## src/design/sync_fifo.sv

```systemverilog
`timescale 1ns/100ps

module sync_fifo #(
	parameter type payload_t = logic [31:0],
	parameter int  depth     = 4
) (
	input  logic                       clock,
	input  logic                       rstn,
	input  logic                       push,
	input  payload_t                   push_data,
	input  logic                       pop,
	output logic                       pop_valid,
	output payload_t                   pop_data,
	output logic                       empty,
	output logic [$clog2(depth+1)-1:0] free_count
);

	localparam int count_w = $clog2(depth + 1);
	localparam int ptr_w   = (depth > 1) ? $clog2(depth) : 1;

	payload_t           mem [depth];
	logic [ptr_w-1:0]   wr_ptr;
	logic [ptr_w-1:0]   rd_ptr;
	logic [count_w-1:0] count;
	logic               full;
	logic               do_pop;

	// wrap at depth so any depth works
	function automatic logic [ptr_w-1:0] next_ptr(input logic [ptr_w-1:0] ptr);
		return (ptr == ptr_w'(depth - 1)) ? '0 : ptr + 1'b1;
	endfunction

	assign empty      = (count == '0);
	assign full       = (count == count_w'(depth));
	assign free_count = count_w'(depth) - count;
	// pop on an empty queue is dropped
	assign do_pop     = pop && !empty;

	////////////////////////////////////////////////////////////////////////////
	// pointers and occupancy
	////////////////////////////////////////////////////////////////////////////

	always_ff @(posedge clock or negedge rstn) begin
		if (!rstn) begin
			wr_ptr    <= '0;
			rd_ptr    <= '0;
			count     <= '0;
			pop_valid <= 1'b0;
		end else begin
			pop_valid <= do_pop;
			if (push)
				wr_ptr <= next_ptr(wr_ptr);
			if (do_pop)
				rd_ptr <= next_ptr(rd_ptr);
			case ({push, do_pop})
				2'b10:   count <= count + 1'b1;
				2'b01:   count <= count - 1'b1;
				default: count <= count;
			endcase
		end
	end

	////////////////////////////////////////////////////////////////////////////
	// storage and registered read port
	////////////////////////////////////////////////////////////////////////////

	always_ff @(posedge clock) begin
		if (push)
			mem[wr_ptr] <= push_data;
		if (do_pop)
			pop_data <= mem[rd_ptr];
	end

	// producer must hold off when no room is left
	assert property (@(posedge clock) disable iff (!rstn) push |-> !full)
		else $error("sync_fifo push while full");

	// an empty queue has both pointers on the same slot
	assert property (@(posedge clock) disable iff (!rstn) empty |-> (wr_ptr == rd_ptr))
		else $error("sync_fifo empty count with pointers apart");

endmodule

```

## config.mk

```make
export PLATFORM = sky130hd
export DESIGN_NAME = sync_fifo
export DESIGN_NICKNAME = d
export VERILOG_FILES = /design/src/design/sync_fifo.sv
export SDC_FILE = /design/constraint.sdc
export NUM_CORES = 1
export LEC_CHECK = 0
export ABC_AREA = 0
export ABC_CLOCK_PERIOD_IN_PS = 9600
export BUFFER_PORTS_ARGS = -buffer_cell sky130_fd_sc_hd__buf_4
export CAP_MARGIN = 20
export CORE_MARGIN = 2
export CORE_UTILIZATION = 58
export DETAILED_ROUTE_END_ITERATION = 10
export HOLD_SLACK_MARGIN = 0.03
export PLACE_DENSITY = 0.88
export SLEW_MARGIN = 15
export SYNTH_ARGS = -nofsm -noshare
export SYNTH_HDL_FRONTEND = slang
export SYNTH_SLANG_ARGS = --single-unit
```

## constraint.sdc

```tcl
create_clock -name clock -period 9.6 [get_ports clock]
set_input_delay 0.96 -clock clock [delete_from_list [all_inputs] [get_ports clock]]
set_output_delay 0.96 -clock clock [all_outputs]
set_load 0.01 [all_outputs]
```

* Word-level counts from Yosys, hierarchy flattened
Memories as Yosys holds them, arrays and structs flattened. A register that Yosys moved wholly into a read port is not among the register bits.
Cells that the tools add are included.
** Storage, ports and cells
- Flip-flop bits (word level) :: 8
- Bits in latches :: 0
- RAM bits :: 128
- Memory bits (read-only) :: 0
- Input bits :: 36
- Output and inout port bits :: 37
- Logic and storage cells :: 23
- Memories :: 1
** Operators by class
- Add/sub/neg operators :: 5
- Multipliers :: 0
- Div/mod/pow operators :: 0
- Magnitude comparators :: 0
- Equal/unequal tests :: 4
- Shifts and indexed selects :: 0
- Muxes and demuxes :: 5
- Bitwise gates (word level) :: 0
- Reductions and logical operators :: 4
** Memories
- mem :: depth 4, bits a word 32, rd ports 1, clocked after Yosys merged registers in 1, write ports 1, RTL line 21 : payload_t mem [depth];
** Operators by type and width (count)
- $eq A2 B2 Y1 const B :: 3
- $pmux W3 S2 :: 1
- $add A2 B1 Y2 const B :: 2
- $mux W2 :: 2
- $add A3 B1 Y3 const B :: 1
- $logic_not A3 Y1 :: 1
- $sub A3 B1 Y3 const B :: 1
- $sub A3 B3 Y3 const A :: 1
- $eq A2 B1 Y1 const B :: 1
- $mux W1 :: 2
- $reduce_bool A2 Y1 :: 1
- $logic_and A1 B1 Y1 :: 1
- $logic_not A1 Y1 :: 1

* Longest topological paths before layout
- Word-level depth :: 5
- Mapped depth :: 10
- Depth with buffers taken out :: 10

* Worst setup path after synthesis
No wires, ideal clock.
- Path type :: input to register
- Start :: in pop
- End :: reg count[2]
- Library setup time :: 0.080 ns
- Arrival time :: 3.757 ns
- Data required time :: 9.520 ns
- Setup slack :: 5.763 ns
- Stages :: 7
- Path buffers :: 0
- Path through :: nor2b_1 -> ha_1 -> inv_1 -> fa_1 -> xor2_1 -> nor2_1 -> xnor2_1
** Between the ends
- Longest elaborated chain between the ends :: 3
- Elaborated cells on any way between the ends :: 5
- Classes of those cells :: eq/ne: 2; mux: 1; reduce/logical: 2
** RTL lines
- start: declaration :: RTL line 11 : input logic pop,
- $logic_and A1 B1 Y1 (*) :: RTL line 37 : assign do_pop = pop && !empty;
- $eq A2 B1 Y1 / $eq A2 B2 Y1 (equally long branches) :: RTL line 55 : case ({push, do_pop})
- $pmux W3 S2 / $reduce_bool A2 Y1 (equally long branches)
- end signal: assignment :: RTL line 56 : 2'b10: count <= count + 1'b1;
- end signal: assignment :: RTL line 57 : 2'b01: count <= count - 1'b1;
- end signal: assignment :: RTL line 58 : default: count <= count;
- end: declaration :: RTL line 24 : logic [count_w-1:0] count;
Every way passes the cells marked *; elsewhere a longest branch is shown, timed or not.
A chain may end at the register's enable or synchronous reset.

* Worst setup path after layout
- Start :: reg count[0]
- End :: reg count[2]
** Between the ends
- Longest elaborated chain between the ends :: 5
- Elaborated cells on any way between the ends :: 9
- Classes of those cells :: add/sub: 2; eq/ne: 2; mux: 1; reduce/logical: 4
** RTL lines
- $logic_not A3 Y1 (*) :: RTL line 33 : assign empty = (count == '0);
- $logic_not A1 Y1 (*) :: RTL line 37
- $logic_and A1 B1 Y1 (*) :: RTL line 37
- via do_pop :: RTL line 26 : logic do_pop;
- $eq A2 B1 Y1 / $eq A2 B2 Y1 (equally long branches) :: RTL line 55
- $pmux W3 S2 / $reduce_bool A2 Y1 (equally long branches)
Mark *: on every way through the listed nets, which the timed path passes. The rest lies on a longest branch.

==> results by group <==
Clock tree
  – TritonCTS clock tree: built
  – Post-CTS repair timing setup buffer count: 0
  – Max Root-Sink Buffers: 2
  – Clock root buffer: clkbuf_8
  – # clock sinks: 168
  – Post_cts resized: 0
  – Worst-skew pair later-pin latency: 530 ps
  – H-tree Lvls: 4
  – CTS clk-pin slew, worst paths: 70 ps
  – Hold_buf cts: 0
  – CTS buffer count: 17

Synth
  – Synth top area share: 0.7869
  – Mapped Cells: 243
  – Syn avg cell area: approximately 25 µm²
  – Yosys warning count: 0
  – Main synth FF type: edfxtp_1
  – Syn nets: between 200 and 300
  – FF+latch count, synth: between 150 and 200
  – Post-synth top area cell: edfxtp_1
  – Post-synth EDFFs: 160
  – Distinct cells, synth: 22
  – Async SR Flop Fraction: 0.04762
  – Largest cells by area after synthesis: edfxtp_1 (79%), mux4_2 (10%), dfrtp_1 (3.3%)
  – Sequential fraction of the synthesis area: 0.8197
  – Post-synthesis cell area: between 0.006 and 0.007 mm²

GRT
  – First-pass GRT wire length: 16,250 µm
  – Largest net degree at the start of global routing: 37
  – Gr usage total: 0.2068
  – GR Overflow Total: 0
  – Initial antenna violation count: 0
  – Vias in the first global route: between 2k and 3k

Worst setup path
  – CP Launch Type: flip-flop
  – Bufs and invs on worst path: 2
  – Required time of the critical path: 10,060 ps
  – Critical-path cell list: inv_1 -> ha_1 -> ha_1 -> nor2b_4 -> ha_1 -> inv_1 -> fa_1 -> xor2_1 -> nor2_1 -> xnor2_1
  – Crit path max-delay family: adder cells
  – CP arrival: 3190 ps
  – Critical path class: reg2reg
  – CP max stage cell: nor2b_4
  – Critical path peak fanout: 18
  – Critical path endpoint category: flip-flop
  – Worst stage delay on the critical path: 510 ps
  – Most used cell, CP: ha_1

Detailed routing
  – Final wirelength: 10,830 µm
  – WL/cell: 22.75 µm
  – Initial drt markers: 231
  – Via count: 2,691
  – Antenna Nets Post-Route: 0
  – DR vias/cell: 5.653
  – Number of remaining DRC errors: 0
  – 1st-pass router iterations: 4

Power and ir drop
  – PD cells: 309.4 mW/mm²
  – Leak: approximately 2.6 nW
  – Max VDD drop: around 140 µV
  – Total Power: 2.283 mW

STA
  – Setup TNS: 0 ps
  – Period utilisation layout: 0.2848
  – Count of final setup violators: 0
  – Fin crit period: 2734 ps
  – Slew @ Worst Pin: approximately 920 ps
  – Relative slew slack: 0.3841
  – Setup Skew: 10.15 ps
  – RSZ-0062 raised after global routing: no
  – Max Transition Viols Final: 0
  – Setup ws final: 6866 ps
  – Max frequency: 365.7 MHz
  – Fin. Hold Viols: 0

Run status
  – Status: finished clean

Place
  – I/O Buffers: 72
  – GPL Wtd Cong: 0.7064
  – Detail Placement HPWL: 5760 µm
  – Dpl ws: around 6400 ps

Worst hold path
  – Type of the tightest min-delay check: in2async

Die
  – Cell row count: 37
  – Core Box Area: 0.01028 mm²
  – Num ports: 73
  – Die Ht: 106.6 µm
  – Die W: roughly 110 µm
  – Die ar.: ~0.011 mm²
  – Initial cell density of the core: 0.5941

Layout
  – Most frequent cells in the layout: edfxtp_1 (160), buf_4 (72), mux4_2 (28), clkbuf_16 (16)
  – Area Growth Syn to Fin: 20.84%
  – Commonest non-fill, non-tap cell in the layout: edfxtp_1
  – Nets: 372
  – Layout cell share with drive strength beyond 1: 0.4206
  – # diodes: 0

Flow run
  – Max-cap violations: 0
## logic make-up after synthesis
kind of cell | Yosys count | share of synthesized area
AOI/OAI and AO/OA | 2 | 0.001639
xor gates and xnor gates | 3 | 0.004304
adders and majority gates | 9 | 0.01967
buffers and inverters | 17 | 0.02090
DFF | 168 | 0.8197
muxes | 35 | 0.1258
and+or+nand+nor | 9 | 0.007992
## cell usage after synthesis (2+ instances only)
master / instances
xnor2_1: 2
mux2_2: 2
o21ai_0: 2
dfrtp_1: 8
mux4_1: 4
and2_1: 4
edfxtp_1: 160
inv_1: 8
buf_12: 3
buf_2: 3
nor2_1: 2
ha_1: 8
mux4_2: 28
## where the power goes
group          internal (mW)  switching [mW]
Combinational          0.270           0.224
Sequential              1.01          0.0984
Clock                  0.383           0.300
## registers in the layout (all words and copies together) (netlist names)
name,flops
count,3
mem,128
wr_ptr,2
pop_data,32
pop_valid,1
rd_ptr,2
## area by class of cell
type                            instances  area [µm²]
Clock inverter                         15       182.7
Fill cell                             607        2899
Sequential cell                       168        5007
Timing Repair Buffer                   74       588.1
Tap cell                              136       170.2
Clock buffer                           17       414.1
Inverter                                8       30.03
Multi-Input combinational cell         58       985.9
## per-layer routing
layer / vias to the layer above / share of wire / GRT usage
li1: 1174 / - / -
met2: 124 / 0.52 / 0.3289
met3: 19 / 0.072 / 0.05775
met4: 0 / 0.023 / 0.1039
met1: 1374 / 0.39 / 0.2659
met5: - / 0 / 0
## worst paths after layout
kind	to	startpoint	slack (ps)	depth (start not counted)
setup / recovery	count[2]$_DFFE_PN0P_	count[0]$_DFFE_PN0P_	6870	10
hold / removal	rd_ptr[0]$_DFFE_PN0P_	rstn	230	1
setup reg to reg	count[2]$_DFFE_PN0P_	count[0]$_DFFE_PN0P_	6870	10
hold reg to reg	count[0]$_DFFE_PN0P_	count[0]$_DFFE_PN0P_	530	1
max in group asynchronous	rd_ptr[1]$_DFFE_PN0P_	rstn	9220	1
min in group clock	count[0]$_DFFE_PN0P_	count[0]$_DFFE_PN0P_	530	1
## per-stage QoR
step / util / hold slack, ps / std cells / instance area, µm²
after floorplan: - / 468.6 / 243 / 6106
after global placement: 0.6552 / 485.1 / 442 / 6734
after detailed placement: 0.6572 / 505.2 / 443 / 6754
after CTS: 0.7152 / 219.9 / 475 / 7351
after global routing: 0.7179 / 217.7 / 476 / 7378
final: 0.7179 / 235.0 / 476 / 7378
No activity file was read; power rests on OpenSTA's default activity.
