File: config.mk
export PLATFORM = sky130hd
export DESIGN_NAME = vertex_line_unpacker
export DESIGN_NICKNAME = d
export VERILOG_FILES = /design/src/design/vertex_pkg.sv /design/src/design/vertex_line_unpacker.sv
export SDC_FILE = /design/constraint.sdc
export NUM_CORES = 2
export LEC_CHECK = 0
export BUFFER_PORTS_ARGS = -buffer_cell sky130_fd_sc_hd__buf_2
export CAP_MARGIN = 10
export CORE_MARGIN = 2
export CORE_UTILIZATION = 25
export CTS_CLUSTER_DIAMETER = 150
export DETAILED_ROUTE_END_ITERATION = 7
export PLACE_DENSITY_LB_ADDON = 0.3
export SYNTH_ARGS = -nofsm -noshare
export SYNTH_HDL_FRONTEND = slang
export SYNTH_SLANG_ARGS = --single-unit
File: constraint.sdc
create_clock -name clock -period 29.6 [get_ports clock]
set_clock_uncertainty 0.15 [all_clocks]
set_input_delay 0 -clock clock [delete_from_list [all_inputs] [get_ports clock]]
set_output_delay 0 -clock clock [all_outputs]
set_load 0.02 [all_outputs]
File: src/design/vertex_pkg.sv
package vertex_pkg;

	////////////////////////////////////////////////////////////////////////////
	// widths and sizes
	////////////////////////////////////////////////////////////////////////////

	localparam int addr_bits     = 64;
	localparam int vertex_bits   = 32;
	localparam int line_vertices = 32;
	localparam int count_bits    = 32;
	localparam int vertex_bytes  = vertex_bits / 8;
	// one cache line of array elements
	localparam int line_bytes    = line_vertices * vertex_bytes;
	// element count runs 1 to line_vertices
	localparam int elem_bits     = $clog2(line_vertices + 1);
	localparam int size_bits     = $clog2(line_bytes + 1);

	////////////////////////////////////////////////////////////////////////////
	// array tags and transfer records
	////////////////////////////////////////////////////////////////////////////

	typedef enum logic {
		tag_out_degree = 1'b0,
		tag_edges_idx  = 1'b1
	} array_tag_t;

	typedef struct packed {
		logic [count_bits-1:0] vertex_count;
		logic [addr_bits-1:0]  out_degree_base;
		logic [addr_bits-1:0]  edges_idx_base;
	} job_desc_t;

	typedef struct packed {
		logic [addr_bits-1:0] address;
		array_tag_t           tag;
		logic [elem_bits-1:0] elem_count;
		logic [size_bits-1:0] byte_size;
	} read_cmd_t;

	// element j of the line sits at data[j]
	typedef struct packed {
		array_tag_t                                tag;
		logic [elem_bits-1:0]                      elem_count;
		logic [line_vertices-1:0][vertex_bits-1:0] data;
	} read_line_t;

	typedef struct packed {
		logic [count_bits-1:0]  id;
		logic [vertex_bits-1:0] inv_out_degree;
		logic [vertex_bits-1:0] inv_edges_idx;
	} vertex_job_t;

endpackage

File: src/design/vertex_line_unpacker.sv
`timescale 1ns/100ps

module vertex_line_unpacker (
	input  logic                    clock,
	input  logic                    rstn,
	input  logic                    start,
	input  logic                    read_data_valid,
	input  vertex_pkg::read_line_t  read_line,
	output logic                    job_push,
	output vertex_pkg::vertex_job_t job,
	output logic                    line_done
);

	import vertex_pkg::*;

	logic [line_vertices-1:0][vertex_bits-1:0] out_line;
	logic [line_vertices-1:0][vertex_bits-1:0] edges_line;
	logic                                      have_out;
	logic                                      have_edges;
	logic [elem_bits-1:0]                      line_count;
	logic [elem_bits-1:0]                      shift_count;
	logic [count_bits-1:0]                     next_id;
	logic                                      shifting;
	logic                                      last_elem;
	logic                                      is_out;

	// both halves of the chunk present
	assign shifting  = have_out && have_edges;
	assign last_elem = (shift_count == line_count - elem_bits'(1));
	assign is_out    = (read_line.tag == tag_out_degree);

	////////////////////////////////////////////////////////////////////////////
	// line capture and shift
	////////////////////////////////////////////////////////////////////////////

	always_ff @(posedge clock) begin
		if (read_data_valid && is_out)
			out_line <= read_line.data;
		else if (shifting)
			out_line <= out_line >> vertex_bits;

		if (read_data_valid && !is_out)
			edges_line <= read_line.data;
		else if (shifting)
			edges_line <= edges_line >> vertex_bits;

		// element zero is the next vertex
		if (shifting) begin
			job.id             <= next_id;
			job.inv_out_degree <= out_line[0];
			job.inv_edges_idx  <= edges_line[0];
		end
	end

	////////////////////////////////////////////////////////////////////////////
	// flags, counters and strobes
	////////////////////////////////////////////////////////////////////////////

	always_ff @(posedge clock or negedge rstn) begin
		if (!rstn) begin
			have_out    <= 1'b0;
			have_edges  <= 1'b0;
			line_count  <= '0;
			shift_count <= '0;
			next_id     <= '0;
			job_push    <= 1'b0;
			line_done   <= 1'b0;
		end else begin
			job_push  <= 1'b0;
			line_done <= 1'b0;

			if (read_data_valid) begin
				line_count <= read_line.elem_count;
				if (is_out)
					have_out <= 1'b1;
				else
					have_edges <= 1'b1;
			end

			if (shifting) begin
				job_push <= 1'b1;
				next_id  <= next_id + 1'b1;
				if (last_elem) begin
					// chunk finished so release both lines
					have_out    <= 1'b0;
					have_edges  <= 1'b0;
					shift_count <= '0;
					line_done   <= 1'b1;
				end else begin
					shift_count <= shift_count + 1'b1;
				end
			end

			// new job numbers from zero
			if (start)
				next_id <= '0;
		end
	end

	// second line of a chunk must match the first one
	assert property (@(posedge clock) disable iff (!rstn)
		read_data_valid && (have_out || have_edges) |-> read_line.elem_count == line_count)
		else $error("chunk lines carry different element counts");

	assert property (@(posedge clock) disable iff (!rstn)
		read_data_valid |-> !(is_out ? have_out : have_edges))
		else $error("line arrived for an array already held");

endmodule

Yosys cells after proc, flatten, opt, wreduce, memory -nomap -nowiden

Cells that the tools add are included.

Equality and inequality tests: 1
Reductions and logical operators: 6
$mul: 0
Add/sub/neg operators: 3
Div/mod/pow operators: 0
Bitwise logic cells: 1
Multiplexer cells: 18
Shift-type cells: 0
Order comparisons: 0

Operators by type and width:

| operator                                                           | count |
|---|---|
| 1024-bit two-way mux                                               | 4 |
| 32-bit two-way mux                                                 | 2 |
| 32-bit by 1-bit adder with 32-bit output, second input constant    | 1 |
| 1-bit two-way mux                                                  | 11 |
| 6-bit by 1-bit adder with 6-bit output, second input constant      | 1 |
| 6-bit == test                                                      | 1 |
| 6-bit two-way mux                                                  | 1 |
| 2-bit nonzero test                                                 | 3 |
| 6-bit by 1-bit subtractor with 6-bit output, second input constant | 1 |
| 1-bit logical AND                                                  | 3 |
| 1-bit NOT                                                          | 1 |

Bits in latches: 0
Memory bits (writable): 0
ROM bits: 0
Bits in registers: 2,192
Memories kept: 0

Longest topological paths before layout

Depth in word-level cells: 4
Mapped depth: 8
Mapped depth without buffers: 7

Worst setup path before layout

No wires, ideal clock.

Path type: input -> register
Start point: input port read_data_valid
End point: register out_line[0] (netlist name) (enable)
Path buffers: 4
Library setup time: 6.996 ns
Stages on the path: 6
Slack: 4.851 ns
Arrival: 17.603 ns
Path through: buf_2 -> nand2b_1 -> clkbuf_1 -> clkbuf_1 -> clkbuf_1 -> nand2_1

Longest elaborated chain between the ends: 2

RTL lines:

| item                                | RTL line                   | RTL |
|---|---|---|
| start, declared                     | vertex_line_unpacker.sv:7  | `input logic read_data_valid,` |
| 1-bit logical AND                   | vertex_line_unpacker.sv:37 | `if (read_data_valid && is_out)` |
| 2-bit nonzero test (no source line) | --                         |  |
| end signal, assigned                | vertex_line_unpacker.sv:38 | `out_line <= read_line.data;` |
| end signal, assigned                | vertex_line_unpacker.sv:40 | `out_line <= out_line >> vertex_bits;` |
| end, declared                       | vertex_line_unpacker.sv:16 | `logic [line_vertices-1:0][vertex_bits-1:0] out_line;` |

No other way between the ends.
A chain may end at the register's enable or synchronous reset.

Worst setup path in the final report

Start point: input port read_data_valid
End point: register out_line[502] (netlist name) (enable)

Same word-level chain as after synthesis.

==> results.tsv <==
stage	metric	value	unit
run_status	status	finished with violations	
run_status	failing checks	hold timing, slew limit	
clocking	latest clock arrival within the worst-skew pair	0.89	ns
clocking	CTS Root Cell	clkbuf_16	
sta	Hold Slack	-0.0261	ns
worst_setup_path	critical path arrival	6.99	ns
cells_and_area	final-layout fill cell count	35300	
global_route	antenna violations before repair	223	
sta	final setup vio count	0	
cells_and_area	Syn-to-layout area delta	44.6	%
logic_synthesis	Mean Syn Cell Area	13.4	µm²
detailed_routing	Wirelength per Cell	21.4	µm
detailed_routing	DRC Markers	0	
worst_setup_path	Setup crit end kind	register	
placed_design	port bufs	1132	
die	io pins	1133	
sta	Rel. slew slack	-2.55	%
detailed_routing	First DRT Iteration DRCs	4806	
die	core area	362000	µm²
clocking	Post-CTS Setup Inserts	0	
logic_synthesis	Cell variety after synth	32	
die	Die Width	607	µm
clocking	CTS tree	done	
power	Pwr per Cell Area	93.8	nW/µm²
sta	Slew Viols, Final	56	
worst_setup_path	Worst EP required	29.93	ns
worst_setup_path	slowest cell delay on critical path	0.93	ns
hold_path	min-delay worst type	input port to register	
placed_design	routability cong.	0.847	
global_route	M2 GR Usage	31.2	%
sta	Fmax achieved	150	MHz
die	Starting Density	25.1	%
cells_and_area	Final #Nets	11000	
detailed_routing	total number of vias	65000	
global_route	GRT busiest layer	met2	
worst_setup_path	slowest CP cell	nand2_4	
placed_design	DP Wirelength	221	mm
worst_setup_path	CP Cell Sequence	dlygate4sd3_1 -> buf_2 -> buf_4 -> nand2b_4 -> nand2_4 -> buf_4 -> buf_4 -> buf_4 -> buf_12 -> buf_4	
global_route	largest net degree at the start of global routing	175	
clocking	PostCTS Resize Cnt	0	
sta	setup tns final	0	ns
cells_and_area	non-filler cells, final	15100	
worst_setup_path	Crit path max-delay family	buffers and inverters	
cells_and_area	commonest non-fill, non-tap cells in the layout	nand2_1 (3,001), edfxtp_1 (2,144), dlygate4sd3_1 (2,079)	
global_route	met1 Usage GRT	19.4	%
global_route	vias in the first global route	67700	
global_route	Total GRT Usage	16.9	%
sta	fin crit share	22.5	%
power	leakage power	54.6	nW
detailed_routing	vias per cell	4.30	
logic_synthesis	syn nets	7801	
worst_setup_path	Startpoint Class	input port	
clocking	H-tree depth	5	
detailed_routing	DR pass1 iterations	6	
die	die area	369000	µm²
global_route	global-route wire length before repair	460	mm
sta	Fin. Hold Viols	1	
logic_synthesis	post-synthesis sequential area ratio	72.1	%
cells_and_area	layout cell share with drive strength beyond 1	25.2	%
detailed_routing	final WL	324	mm
power	Peak VDD IR	102	µV
cells_and_area	most common cell after layout, fill and taps aside	nand2_1	
worst_setup_path	cell mode on critical path	buf_4	
worst_setup_path	critical-path maximum fanout	126	
clocking	CTS sink count	2192	
die	die height	607	µm
logic_synthesis	Mapped Cells	6763	
clocking	CTS buffer count	263	
worst_setup_path	critical path class	input port to register	
sta	worst slew pin tran	1.54	ns
placed_design	placed cell count	12400	
clocking	Clock Path Buffers	4	
clocking	Worst-path clk slew	0.06	ns
logic_synthesis	Mapped Area	90900	µm²
sta	min cycle time layout	6.66	ns
logic_synthesis	Ys Warns	0	
detailed_routing	Antenna Violating Nets Remaining	0	
worst_setup_path	Buf/Inv on CP	8	
logic_synthesis	synthesis-stage register bit count	2192	
sta	RSZ-0062 raised after global routing	false	
job	total of max-cap violations	0	
global_route	GR Overflow Total	0	
global_route	grt met3 use	3.36	%
die	FP Rows	221	
cells_and_area	Core Util, Final	36.3	%
==> cells in the mapped netlist <==
| master | instances | area, µm² |
|---|---|---|
| a21o_1 | 1 | 7.51 |
| a21oi_1 | 6 | 30.0 |
| a31oi_1 | 1 | 6.26 |
| and2_1 | 34 | 213 |
| and3_1 | 35 | 219 |
| buf_1 | 18 | 67.6 |
| buf_2 | 107 | 536 |
| clkbuf_1 | 221 | 830 |
| clkinv_1 | 1 | 3.75 |
| dfrtp_1 | 48 | 1200 |
| edfxtp_1 | 2144 | 64400 |
| ha_1 | 3 | 37.5 |
| inv_1 | 6 | 22.5 |
| mux2_2 | 995 | 11200 |
| nand2_1 | 3004 | 11300 |
| nand2b_1 | 3 | 18.8 |
| nand3_1 | 13 | 65.1 |
| nand4_1 | 12 | 75.1 |
| nand4_2 | 1 | 12.5 |
| nand4_4 | 1 | 21.3 |
| nand4b_1 | 1 | 8.76 |
| nor2_1 | 40 | 150 |
| nor2b_1 | 3 | 18.8 |
| nor3_1 | 6 | 30.0 |
| nor4_1 | 3 | 18.8 |
| nor4_4 | 2 | 42.5 |
| o211ai_1 | 2 | 15.0 |
| o21ai_0 | 10 | 50.1 |
| or2_2 | 1 | 6.26 |
| or3_1 | 4 | 25.0 |
| xnor2_1 | 12 | 105 |
| xor2_1 | 25 | 219 |
==> per-layer routing <==
layer	vias up	share of wire, %
met4	88	3.5
met2	1853	52
met5	-	0.17
met1	32200	38
li1	30200	-
met3	650	5.6
==> cell type report <==
class                      instances  area (µm²)  area share [%]
inverter                           7        28.8          0.0219
timing repair buffer            3277       27100            20.6
antenna                          169         423           0.322
tap                             4794        6000            4.56
clock buffer                     328        6930            5.27
sequential                      2192       65600            49.9
multi-input combinational       4218       23900            18.2
clock inverter                   134        1480            1.12
==> where the power goes <==
group / leakage [nW] / switching (W) / total [W] / internal, W
combinational: 26.9 / 0.00175 / 0.00270 / 0.000946
clock: 4.09 / 0.00134 / 0.00323 / 0.00189
sequential: 23.6 / 0.000616 / 0.00640 / 0.00578
==> worst min-delay path: stages <==
cell and delay, ns:
dlygate4sd3_1 0.63, buf_2 0.17, nand2_1 0.05, nand2_1 0.06
==> logic make-up after synthesis <==
family / share of synthesized area [%]
buf+inv: 1.60
flops: 72.1
compound gates: 0.120
xor+xnor: 0.356
fa+ha+maj: 0.0413
simple gates: 13.4
mux: 12.3
==> worst paths after layout <==
kind	from	endpoint	slack [ns]	cells past startpoint
max	read_data_valid	out_line[502]$_DFFE_PP_	22.94	10
min reg2reg	edges_line[3]$_DFFE_PP_	job[3]$_DFFE_PP_	0.27	0
max in group asynchronous	rstn	next_id[6]$_DFFE_PN0P_	28.66	4
min in group asynchronous	rstn	next_id[0]$_DFFE_PN0P_	0.19	4
max reg2reg	have_edges$_DFF_PN0_	out_line[502]$_DFFE_PP_	23.23	7
min	read_line[738]	out_line[738]$_DFFE_PP_	-0.03	4
==> registers in the layout (all words and copies together), names as in the netlist <==
name         flops
have_out         1
have_edges       1
next_id         32
shift_count      6
job_push         1
line_done        1
line_count       6
out_line      1024
job             96
edges_line    1024
==> through the flow <==
| step | worst slack, ns | power [W] | hold slack [ns] | cell area, µm² |
|---|---|---|---|---|
| finish | 22.94 | 0.0123 | -0.0261 | 131000 |
| global route | 22.56 | 0.0129 | 0.0110 | 131000 |
| CTS | 22.93 | 0.0125 | 0.00633 | 131000 |
| detailed placement | 22.54 | 0.00899 | 0.00927 | 102000 |
| global placement | 22.61 | 0.00895 | -0.00986 | 102000 |
| floorplan | 4.85 | 0.00924 | -0.446 | 90900 |
==> timing repair <==
item,CTS,global route
endpoints found under the setup margin,0,0
hold buffers,2079,0
hold endpoints to repair,2135,0
(Power assumes the default switching activity.)
